**config.mk**
```make
export PLATFORM = sky130hd
export DESIGN_NAME = ahb_mem_slave
export DESIGN_NICKNAME = d
export VERILOG_FILES = /design/src/rtl/ahb_pkg.sv /design/src/rtl/ahb_addr_decode.sv /design/src/rtl/ahb_beat_addr.sv /design/src/rtl/ahb_byte_mem.sv /design/src/rtl/ahb_resp_gen.sv /design/src/rtl/ahb_mem_slave.sv
export VERILOG_INCLUDE_DIRS = /design/src /design/src/rtl
export SDC_FILE = /design/constraint.sdc
export NUM_CORES = 2
export LEC_CHECK = 0
export CORE_MARGIN = 4
export CORE_UTILIZATION = 25
export CTS_BUF_LIST = sky130_fd_sc_hd__clkbuf_16
export CTS_CLUSTER_SIZE = 40
export DETAILED_ROUTE_END_ITERATION = 12
export DONT_BUFFER_PORTS = 1
export PLACE_DENSITY = 0.49
export SLEW_MARGIN = 5
export SYNTH_ARGS = -nofsm -noshare
export SYNTH_HDL_FRONTEND = slang
export SYNTH_HIERARCHICAL = 1
export SYNTH_SLANG_ARGS = --single-unit
```
**constraint.sdc**
```tcl
create_clock -name clk -period 8.6 [get_ports clk]
set_input_delay 1.29 -clock clk [delete_from_list [all_inputs] [get_ports clk]]
set_output_delay 1.29 -clock clk [all_outputs]
set_load 0.02 [all_outputs]
```
**src/rtl/ahb_cfg.svh**
```systemverilog
`ifndef AHB_CFG_SVH
`define AHB_CFG_SVH

//////////////////////////////////////////////////////////////////////
// bus widths
//////////////////////////////////////////////////////////////////////

`define AHB_DATA_W 32
`define AHB_ADDR_W 32

//////////////////////////////////////////////////////////////////////
// storage
//////////////////////////////////////////////////////////////////////

// byte count, anything at or above is an error
`define MEM_DEPTH 256

// content of every byte after reset
`define MEM_FILL 8'h0C

`endif

```
**src/rtl/ahb_pkg.sv**
```systemverilog
`include "ahb_cfg.svh"

package ahb_pkg;

    // standard AHB transfer codes
    typedef enum logic [1:0] {
        IDLE   = 2'd0,
        BUSY   = 2'd1,
        NONSEQ = 2'd2,
        SEQ    = 2'd3
    } htrans_e;

    typedef enum logic [2:0] {
        SINGLE = 3'd0,
        INCR   = 3'd1,
        WRAP4  = 3'd2,
        INCR4  = 3'd3,
        WRAP8  = 3'd4,
        INCR8  = 3'd5,
        WRAP16 = 3'd6,
        INCR16 = 3'd7
    } hburst_e;

    // nothing wider than a word
    typedef enum logic [2:0] {
        BYTE = 3'd0,
        HALF = 3'd1,
        WORD = 3'd2
    } hsize_e;

    typedef enum logic [1:0] {
        OKAY  = 2'd0,
        ERROR = 2'd1
    } hresp_e;

    // one data phase, registered from its address phase
    typedef struct packed {
        logic                   valid;
        logic                   write;
        logic                   err;
        hsize_e                 size;
        hburst_e                burst;
        logic [`AHB_ADDR_W-1:0] addr;
    } xfer_t;

    // byte lanes touched by a transfer of this size at this address
    function automatic logic [3:0] lane_strobe(input hsize_e size, input logic [1:0] addr_lo);
        logic [3:0] strb;
        case (size)
            BYTE:    strb = 4'b0001 << addr_lo;
            HALF:    strb = addr_lo[1] ? 4'b1100 : 4'b0011;
            default: strb = 4'b1111;
        endcase
        return strb;
    endfunction

endpackage

```
**src/rtl/ahb_addr_decode.sv**
```systemverilog
`include "ahb_cfg.svh"

module ahb_addr_decode (
    input  logic                   clk,
    input  logic                   hresetn,
    input  logic                   hsel,
    input  ahb_pkg::htrans_e       htrans,
    input  logic                   hwrite,
    input  ahb_pkg::hsize_e        hsize,
    input  ahb_pkg::hburst_e       hburst,
    input  logic [`AHB_ADDR_W-1:0] haddr,
    input  logic                   hready,
    input  logic [`AHB_ADDR_W-1:0] next_addr,
    output ahb_pkg::xfer_t         data_phase
);

    logic                   accept;
    logic [`AHB_ADDR_W-1:0] base_addr;
    logic [`AHB_ADDR_W-1:0] aligned_addr;

    //////////////////////////////////////////////////////////////////////
    // address phase qualification
    //////////////////////////////////////////////////////////////////////

    assign accept = hsel && hready &&
                    (htrans == ahb_pkg::NONSEQ || htrans == ahb_pkg::SEQ);

    // seq beats follow our own address, haddr is ignored
    assign base_addr = (htrans == ahb_pkg::SEQ) ? next_addr : haddr;

    always_comb
    begin
        case (hsize)
            ahb_pkg::HALF: aligned_addr = {base_addr[`AHB_ADDR_W-1:1], 1'b0};
            ahb_pkg::WORD: aligned_addr = {base_addr[`AHB_ADDR_W-1:2], 2'b00};
            default:       aligned_addr = base_addr;
        endcase
    end

    //////////////////////////////////////////////////////////////////////
    // data phase record
    //////////////////////////////////////////////////////////////////////

    // fields other than valid hold their last beat, so a seq after busy
    // still continues from the right address
    always_ff @(posedge clk)
    begin
        if (!hresetn)
        begin
            data_phase.valid <= 1'b0;
        end
        else if (accept)
        begin
            data_phase.valid <= 1'b1;
            data_phase.write <= hwrite;
            data_phase.err   <= (aligned_addr >= `MEM_DEPTH);
            data_phase.size  <= hsize;
            data_phase.burst <= hburst;
            data_phase.addr  <= aligned_addr;
        end
        else
        begin
            data_phase.valid <= 1'b0;
        end
    end

endmodule

```
**src/rtl/ahb_beat_addr.sv**
```systemverilog
`include "ahb_cfg.svh"

module ahb_beat_addr (
    input  ahb_pkg::xfer_t         data_phase,
    output logic [`AHB_ADDR_W-1:0] next_addr
);

    localparam int W = `AHB_ADDR_W;

    logic [W-1:0] size_bytes;
    logic [W-1:0] incr_addr;
    logic [W-1:0] wrap_mask;
    logic [2:0]   beats_log2;

    //////////////////////////////////////////////////////////////////////
    // beat count of a wrapping burst, zero when it does not wrap
    //////////////////////////////////////////////////////////////////////

    always_comb
    begin
        case (data_phase.burst)
            ahb_pkg::WRAP4:  beats_log2 = 3'd2;
            ahb_pkg::WRAP8:  beats_log2 = 3'd3;
            ahb_pkg::WRAP16: beats_log2 = 3'd4;
            default:         beats_log2 = 3'd0;
        endcase
    end

    //////////////////////////////////////////////////////////////////////
    // next beat address
    //////////////////////////////////////////////////////////////////////

    assign size_bytes = W'(1) << data_phase.size;
    assign incr_addr  = data_phase.addr + size_bytes;

    // span of the wrap is beats times bytes per beat
    assign wrap_mask = (size_bytes << beats_log2) - W'(1);

    always_comb
    begin
        if (beats_log2 != 3'd0)
        begin
            // low bits wrap inside the span, upper bits stay put
            next_addr = (data_phase.addr & ~wrap_mask) | (incr_addr & wrap_mask);
        end
        else
        begin
            next_addr = incr_addr;
        end
    end

endmodule

```
**src/rtl/ahb_byte_mem.sv**
```systemverilog
`include "ahb_cfg.svh"

module ahb_byte_mem (
    input  logic                   clk,
    input  logic                   hresetn,
    input  ahb_pkg::xfer_t         data_phase,
    input  logic [`AHB_DATA_W-1:0] hwdata,
    output logic [`AHB_DATA_W-1:0] rd_word
);

    localparam int LANES = `AHB_DATA_W / 8;
    localparam int WORDS = `MEM_DEPTH / LANES;
    localparam int IDX_W = $clog2(WORDS);

    logic [IDX_W-1:0] word_idx;
    logic [LANES-1:0] strb;
    logic             wr_en;

    //////////////////////////////////////////////////////////////////////
    // write control
    //////////////////////////////////////////////////////////////////////

    assign word_idx = data_phase.addr[IDX_W+1:2];
    assign wr_en    = data_phase.valid && data_phase.write && !data_phase.err;
    assign strb     = ahb_pkg::lane_strobe(data_phase.size, data_phase.addr[1:0]);

    //////////////////////////////////////////////////////////////////////
    // one storage array per byte lane
    //////////////////////////////////////////////////////////////////////

    for (genvar l = 0; l < LANES; l++)
    begin : g_lane
        logic [7:0] lane_q [WORDS];

        // hwdata belongs to the data phase that ends at this edge
        always_ff @(posedge clk)
        begin
            if (!hresetn)
            begin
                for (int i = 0; i < WORDS; i++)
                begin
                    lane_q[i] <= `MEM_FILL;
                end
            end
            else if (wr_en && strb[l])
            begin
                lane_q[word_idx] <= hwdata[8*l +: 8];
            end
        end

        // whole aligned word, lane selection happens in the response
        assign rd_word[8*l +: 8] = lane_q[word_idx];
    end

endmodule

```
**src/rtl/ahb_resp_gen.sv**
```systemverilog
`include "ahb_cfg.svh"

module ahb_resp_gen (
    input  logic                   clk,
    input  logic                   hresetn,
    input  ahb_pkg::xfer_t         data_phase,
    input  logic [`AHB_DATA_W-1:0] rd_word,
    output logic                   hready,
    output ahb_pkg::hresp_e        hresp,
    output logic [`AHB_DATA_W-1:0] hrdata
);

    localparam int LANES = `AHB_DATA_W / 8;

    logic             err_first;
    logic             err_second;
    logic             rd_valid;
    logic [LANES-1:0] strb;

    //////////////////////////////////////////////////////////////////////
    // two-cycle error response
    //////////////////////////////////////////////////////////////////////

    assign err_first = data_phase.valid && data_phase.err;

    // second cycle follows the first unconditionally
    always_ff @(posedge clk)
    begin
        if (!hresetn)
        begin
            err_second <= 1'b0;
        end
        else
        begin
            err_second <= err_first;
        end
    end

    // stall only in the first error cycle
    assign hready = !err_first;
    assign hresp  = (err_first || err_second) ? ahb_pkg::ERROR : ahb_pkg::OKAY;

    //////////////////////////////////////////////////////////////////////
    // read data
    //////////////////////////////////////////////////////////////////////

    assign rd_valid = data_phase.valid && !data_phase.write && !data_phase.err;
    assign strb     = ahb_pkg::lane_strobe(data_phase.size, data_phase.addr[1:0]);

    // lanes outside the transfer read as zero
    for (genvar l = 0; l < LANES; l++)
    begin : g_rd_lane
        assign hrdata[8*l +: 8] = (rd_valid && strb[l]) ? rd_word[8*l +: 8] : 8'h00;
    end

endmodule

```
**src/rtl/ahb_mem_slave.sv**
```systemverilog
`include "ahb_cfg.svh"

module ahb_mem_slave (
    input  logic                   clk,
    input  logic                   hresetn,
    input  logic                   hsel,
    input  logic                   hwrite,
    input  ahb_pkg::htrans_e       htrans,
    input  ahb_pkg::hsize_e        hsize,
    input  ahb_pkg::hburst_e       hburst,
    input  logic [`AHB_ADDR_W-1:0] haddr,
    input  logic [`AHB_DATA_W-1:0] hwdata,
    output logic                   hready,
    output ahb_pkg::hresp_e        hresp,
    output logic [`AHB_DATA_W-1:0] hrdata
);

    ahb_pkg::xfer_t         data_phase;
    logic [`AHB_ADDR_W-1:0] next_addr;
    logic [`AHB_DATA_W-1:0] rd_word;

    //////////////////////////////////////////////////////////////////////
    // address phase to data phase
    //////////////////////////////////////////////////////////////////////

    ahb_addr_decode u_decode (
        .clk        (clk),
        .hresetn    (hresetn),
        .hsel       (hsel),
        .htrans     (htrans),
        .hwrite     (hwrite),
        .hsize      (hsize),
        .hburst     (hburst),
        .haddr      (haddr),
        .hready     (hready),
        .next_addr  (next_addr),
        .data_phase (data_phase)
    );

    // address of the following seq beat
    ahb_beat_addr u_beat_addr (
        .data_phase (data_phase),
        .next_addr  (next_addr)
    );

    //////////////////////////////////////////////////////////////////////
    // execute and respond
    //////////////////////////////////////////////////////////////////////

    ahb_byte_mem u_mem (
        .clk        (clk),
        .hresetn    (hresetn),
        .data_phase (data_phase),
        .hwdata     (hwdata),
        .rd_word    (rd_word)
    );

    ahb_resp_gen u_resp (
        .clk        (clk),
        .hresetn    (hresetn),
        .data_phase (data_phase),
        .rd_word    (rd_word),
        .hready     (hready),
        .hresp      (hresp),
        .hrdata     (hrdata)
    );

endmodule

```
**Yosys cells after proc, flatten, opt, wreduce, memory -nomap -nowiden**

Memory sizes are Yosys's and may differ from the RTL's. A register that Yosys moved wholly into a read port is not among the register bits.
Index checks and enable logic that the tools add are counted.

- Bitwise operators: 4
- Shift operators: 3
- Multiplexer cells: 41
- Add/sub/neg operators: 2
- Equality and inequality tests: 8
- $lt $le $gt $ge: 1
- Reductions and logical operators: 27

Operators with widths:

| cell | number |
|---|---|
| 32-bit bitwise AND | 2 |
| 32-bit 2-to-1 mux | 2 |
| 8-bit 2-to-1 mux | 8 |
| 6-bit 2-to-1 mux | 8 |
| 32-bit adder | 1 |
| 32-bit by 9-bit >= comparator with 1-bit output (second input constant) | 1 |
| 32-bit NOT | 1 |
| 32-bit OR | 1 |
| 8-bit OR reduction | 4 |
| 1-bit by 3-bit << shifter with 32-bit output (first input constant) | 1 |
| 32-bit by 3-bit << shifter with 32-bit output | 1 |
| 32-bit by 1-bit subtractor with 32-bit output (second input constant) | 1 |
| 1-bit 2-to-1 mux | 19 |
| 1-bit logical AND | 15 |
| 3-bit case mux with 3 select lines | 1 |
| 4-bit case mux with 2 select lines | 1 |
| 3-bit by 1-bit equality test with 1-bit output (second input constant) | 2 |
| 3-bit by 2-bit equality test with 1-bit output (second input constant) | 2 |
| 3-bit equality test (second input constant) | 2 |
| 2-bit equality test (second input constant) | 2 |
| 4-bit 2-to-1 mux | 1 |
| 2-bit case mux with 2 select lines | 1 |
| 1-bit by 2-bit << shifter with 4-bit output (first input constant) | 1 |
| 1-bit zero test | 3 |
| 4 further kinds | 5 |

- Memories: 4
- RAM bits: 2048
- Register bits: 42
- Input port bits: 76

Memories:

| memory | depth | bits a word | read ports | clocked after Yosys merged registers in | wr ports | line | source |
|---|---|---|---|---|---|---|---|
| u_mem.g_lane[0].lane_q | 64 | 8 | 1 | 1 | 64 | ahb_byte_mem.sv:33 | `logic [7:0] lane_q [WORDS];` |
| u_mem.g_lane[1].lane_q | 64 | 8 | 1 | 1 | 64 | ahb_byte_mem.sv:33 |  |
| u_mem.g_lane[2].lane_q | 64 | 8 | 1 | 1 | 64 | ahb_byte_mem.sv:33 |  |
| u_mem.g_lane[3].lane_q | 64 | 8 | 1 | 1 | 64 | ahb_byte_mem.sv:33 |  |

**Logic depth before layout (Yosys ltp)**

- Depth in word-level cells: 11
- Gate-level depth with buffers: 17
- Mapped depth without buffers: 16

**Hierarchy**

The synthesis kept the hierarchy.

By module, submodules not included:

| module | area an instance (um^2) | cells each | times used |
|---|---|---|---|
| ahb_byte_mem | 94749.6 | 7530 | 1 |
| ahb_addr_decode | 1879.3 | 103 | 1 |
| ahb_beat_addr | 1476.4 | 220 | 1 |
| ahb_resp_gen | 360.3 | 58 | 1 |

**Worst setup path after synthesis**

Ideal clock, no wire load.

- Path kind: reg-to-output
- From: reg, netlist name u_decode/data_phase[3]
- To: out hrdata[10]
- Stages on the path, launching flop included: 11
- Data required time: 7.310 ns
- Path buffers: 4
- Arrival time: 2.275 ns
- Path slack: 5.035 ns
- Cells stage by stage: edfxtp_1 -> buf_6 -> buf_6 -> buf_6 -> clkbuf_1 -> mux2_2 -> a221oi_1 -> o22ai_1 -> a22oi_1 -> nand4_1 -> and3_1

RTL lines:

| item | line | source |
|---|---|---|
| end, declared | ahb_mem_slave.sv:15 | `` output logic [`AHB_DATA_W-1:0] hrdata `` |

==> out/summary.txt <==
status -> complete, no violations
critical path class -> flip-flop to output pin
Least-Margin Pin Slew -> 1450 ps
fmax -> 147 MHz
Vias -> 69.5k
largest net degree at the start of global routing -> 261
later-pin clock latency in the skew report -> 950 ps
DIE AREA -> 404000 um^2
mux share of post-synthesis cell area -> 0.0447
FILL cells -> 39.8k
DRC viols -> 0
placed wire-length estimate -> 236000 um
RePlAce Congestion -> 0.874
crit path time final -> 6780 ps
Total GRT Usage -> 0.180
Clock power frac -> 0.431
Tightest Hold Check Type -> input port to flip-flop
worst hold slack -> 489 ps
clock transition at the registers of the reported paths -> 60 ps
critical path fanouts, max -> 50
Max-cap violations -> 0
vias in the first global route -> 66.8k
Rows -> 230
Compound-Gate Fraction of Synth Area -> 0.101
Net Count, Synth -> 7998
TNS Setup -> 0 ps
initial core utilization -> 0.251
sequential cell area -> 62700 um^2
Chip Width -> 636 um
fraction of layout cells with a size suffix above 1 -> 0.147
Synth top area share -> 0.637
cts bufs inserted -> 239
multi-input combinational cell area -> 32100 um^2
Root Buffer -> clkbuf_16
H-Tree Depth -> 4
initial antenna violation count -> 41
Layout area overhead -> 12.1%
DRT antenna net count -> 0
Cells after Synth -> 7911
1st-iter DRT viols -> 9459
Initial DRT Pass Iterations -> 8
Fin. Hold Viols -> 0
final period utilization -> 0.788
CTS tree -> built
post-synthesis sequential area ratio -> 0.637
Worst Hold Depth -> 0
Net Switching -> 5.11 mW
Netlist Area Pre-Place -> 98500 um^2
Yosys top cell by area -> edfxtp_1
CP arrival -> 5490 ps
leak pwr -> 40.9 nW
RSZ-0062 raised after global routing -> false
first-pass GRT wire length -> 530000 um
I/O pin cnt -> 111
Max Root-Sink Buffers -> 4
Post-Synth Simple-Gate Area -> 0.172
final slew viol count -> 0
Async S/R FF share, synth -> 0
final clock skew -> 63.6 ps
PortBufs -> 0
post-synthesis xor/xnor area fraction -> 0.00294
Worst slew margin -> 0.0286
sequential power share -> 0.522
post-synthesis adder-cell area fraction -> 0.00147
Internal -> 17.0 mW
largest family of logic cells by synthesized area -> simple AND/OR/NAND/NOR gates
most area-consuming cells after synthesis -> edfxtp_1 64%, and3_1 9.9%, clkbuf_1 2.8%
Yosys warnings -> 6
drt total wl -> 381000 um
WL/cell -> 29.7 um
Post-synth EDFFs -> 2088
Max rail drop VDD -> 0.000171 V
predominant post-synthesis flop cell -> edfxtp_1
setup bufs post-CTS -> 0
Critical Path Sink Type -> output pin
gr ovfl total -> 0
FF+latch count, synth -> 2090
crit start category -> flip-flop
Critical Path RT -> 7310 ps
Die Span Y -> 636 um
Syn Area/Cell -> 12.4 um^2
nets@finish -> 7480
DR vias/cell -> 5.43
post_cts resized -> 0
synth unique cells -> 87
CORE AREA -> 393000 um^2
Comb power frac -> 0.047
Finish-stage setup viols -> 0
power density over the cells -> 200 nW/um^2
cts hold-fix bufs -> 0
CTS Sinks -> 2090
R2R depth -> 8
switch share -> 0.231
Overall Power -> 22.1 mW
==> worst max-delay path: stages, from the launching register on <==
cell and delay [ps]:
edfxtp_1 520, buf_4 830, buf_4 650, mux4_2 400
o21ai_0 970, and4_1 310, nand3_1 360, and3_1 410
==> path summary, 6_finish.rpt <==
path	slack (ps)	endpoint	start
worst max-delay path	1820	hrdata[15]	u_decode/data_phase[4]
worst min-delay path	490	u_decode/data_phase[35]	hsize[0]
worst min register to register	550	u_resp/err_second	u_decode/data_phase[40]
worst max register to register	3620	u_mem/g_lane[1].lane_q[45][5]	u_decode/data_phase[2]
==> cells in the mapped netlist, types with 127 or more instances <==
library cell / n
edfxtp_1: 2088
and3_1: 1564
clkbuf_1: 728
nand2_1: 486
or2_2: 361
a22oi_1: 320
a221oi_1: 279
mux2i_1: 271
nor2_1: 249
o21ai_0: 226
o22ai_1: 195
or3_1: 158
buf_2: 127
==> stage by stage <==
step	worst slack (ps)	cells	utilization	area, um^2
2_1_floorplan	5040	7911	-	98500
3_3_place_gp	2920	12371	0.263	103000
3_5_place_dp	2880	12371	0.263	103000
4_1_cts	1900	12795	0.281	110000
5_1_grt	1750	12799	0.281	110000
6_report	1820	12814	0.281	110000
==> state kept, by name, indices dropped and copies added (netlist names) <==
name and cells:
u_mem/g_lane.lane_q 2048, u_decode/data_phase 41, u_resp/err_second 1
==> power by group through the flow <==
stage	sequential, mW	clock [mW]	combinational, mW
6_report	11.5	9.52	1.04
5_1_grt	11.6	10.1	1.08
4_1_cts	11.5	9.69	1.03
3_5_place_dp	11.8	0	1.02
3_3_place_gp	11.8	0	1.02
2_1_floorplan	11.7	0	0.689
==> cell type report <==
type                       instances  area share
sequential                      2090       0.568
antenna                           18    0.000408
timing repair buffer             206      0.0165
inverter                          11    0.000442
clock buffer                     240      0.0544
tap                             5220      0.0592
multi-input combinational       4845       0.291
clock inverter                   184      0.0102
==> layout by cell type (no fill, tap or decap), drive strengths merged, types with 30 or more instances in the layout <==
master and instances:
clkinv 108, nor2 254, buf 205, mux2 129
a22oi 320, o21ai 229, mux2i 271, nor3 45
nand4 35, edfxtp 2088, a22o 34, clkbuf 241
a211oi 30, and3 1568, or3 158, nand2 489
a221oi 279, o221ai 31, o22ai 195, inv 73
o211ai 31, or2 364, a21oi 117
==> layer usage <==
metal	vias to the layer above	part of all wire	GRT usage	routed length (um)
met5	-	0.00078	0.00319	296
met4	20	0.050	0.0811	19000
met3	708	0.089	0.0355	34100
met2	3598	0.47	0.291	177000
met1	35764	0.39	0.232	150000
li1	29428	-	-	-
==> cells by family after synthesis <==
kind of cell / count (synthesis)
multiplexers: 406
buffers and inverters: 976
AO/OA/AOI/OAI: 1387
AND/OR/NAND/NOR: 3006
XOR/XNOR: 33
flip-flops: 2090
other: 2
adder cells (fa/ha/maj): 11
No activity file was read; power rests on OpenSTA's default activity.
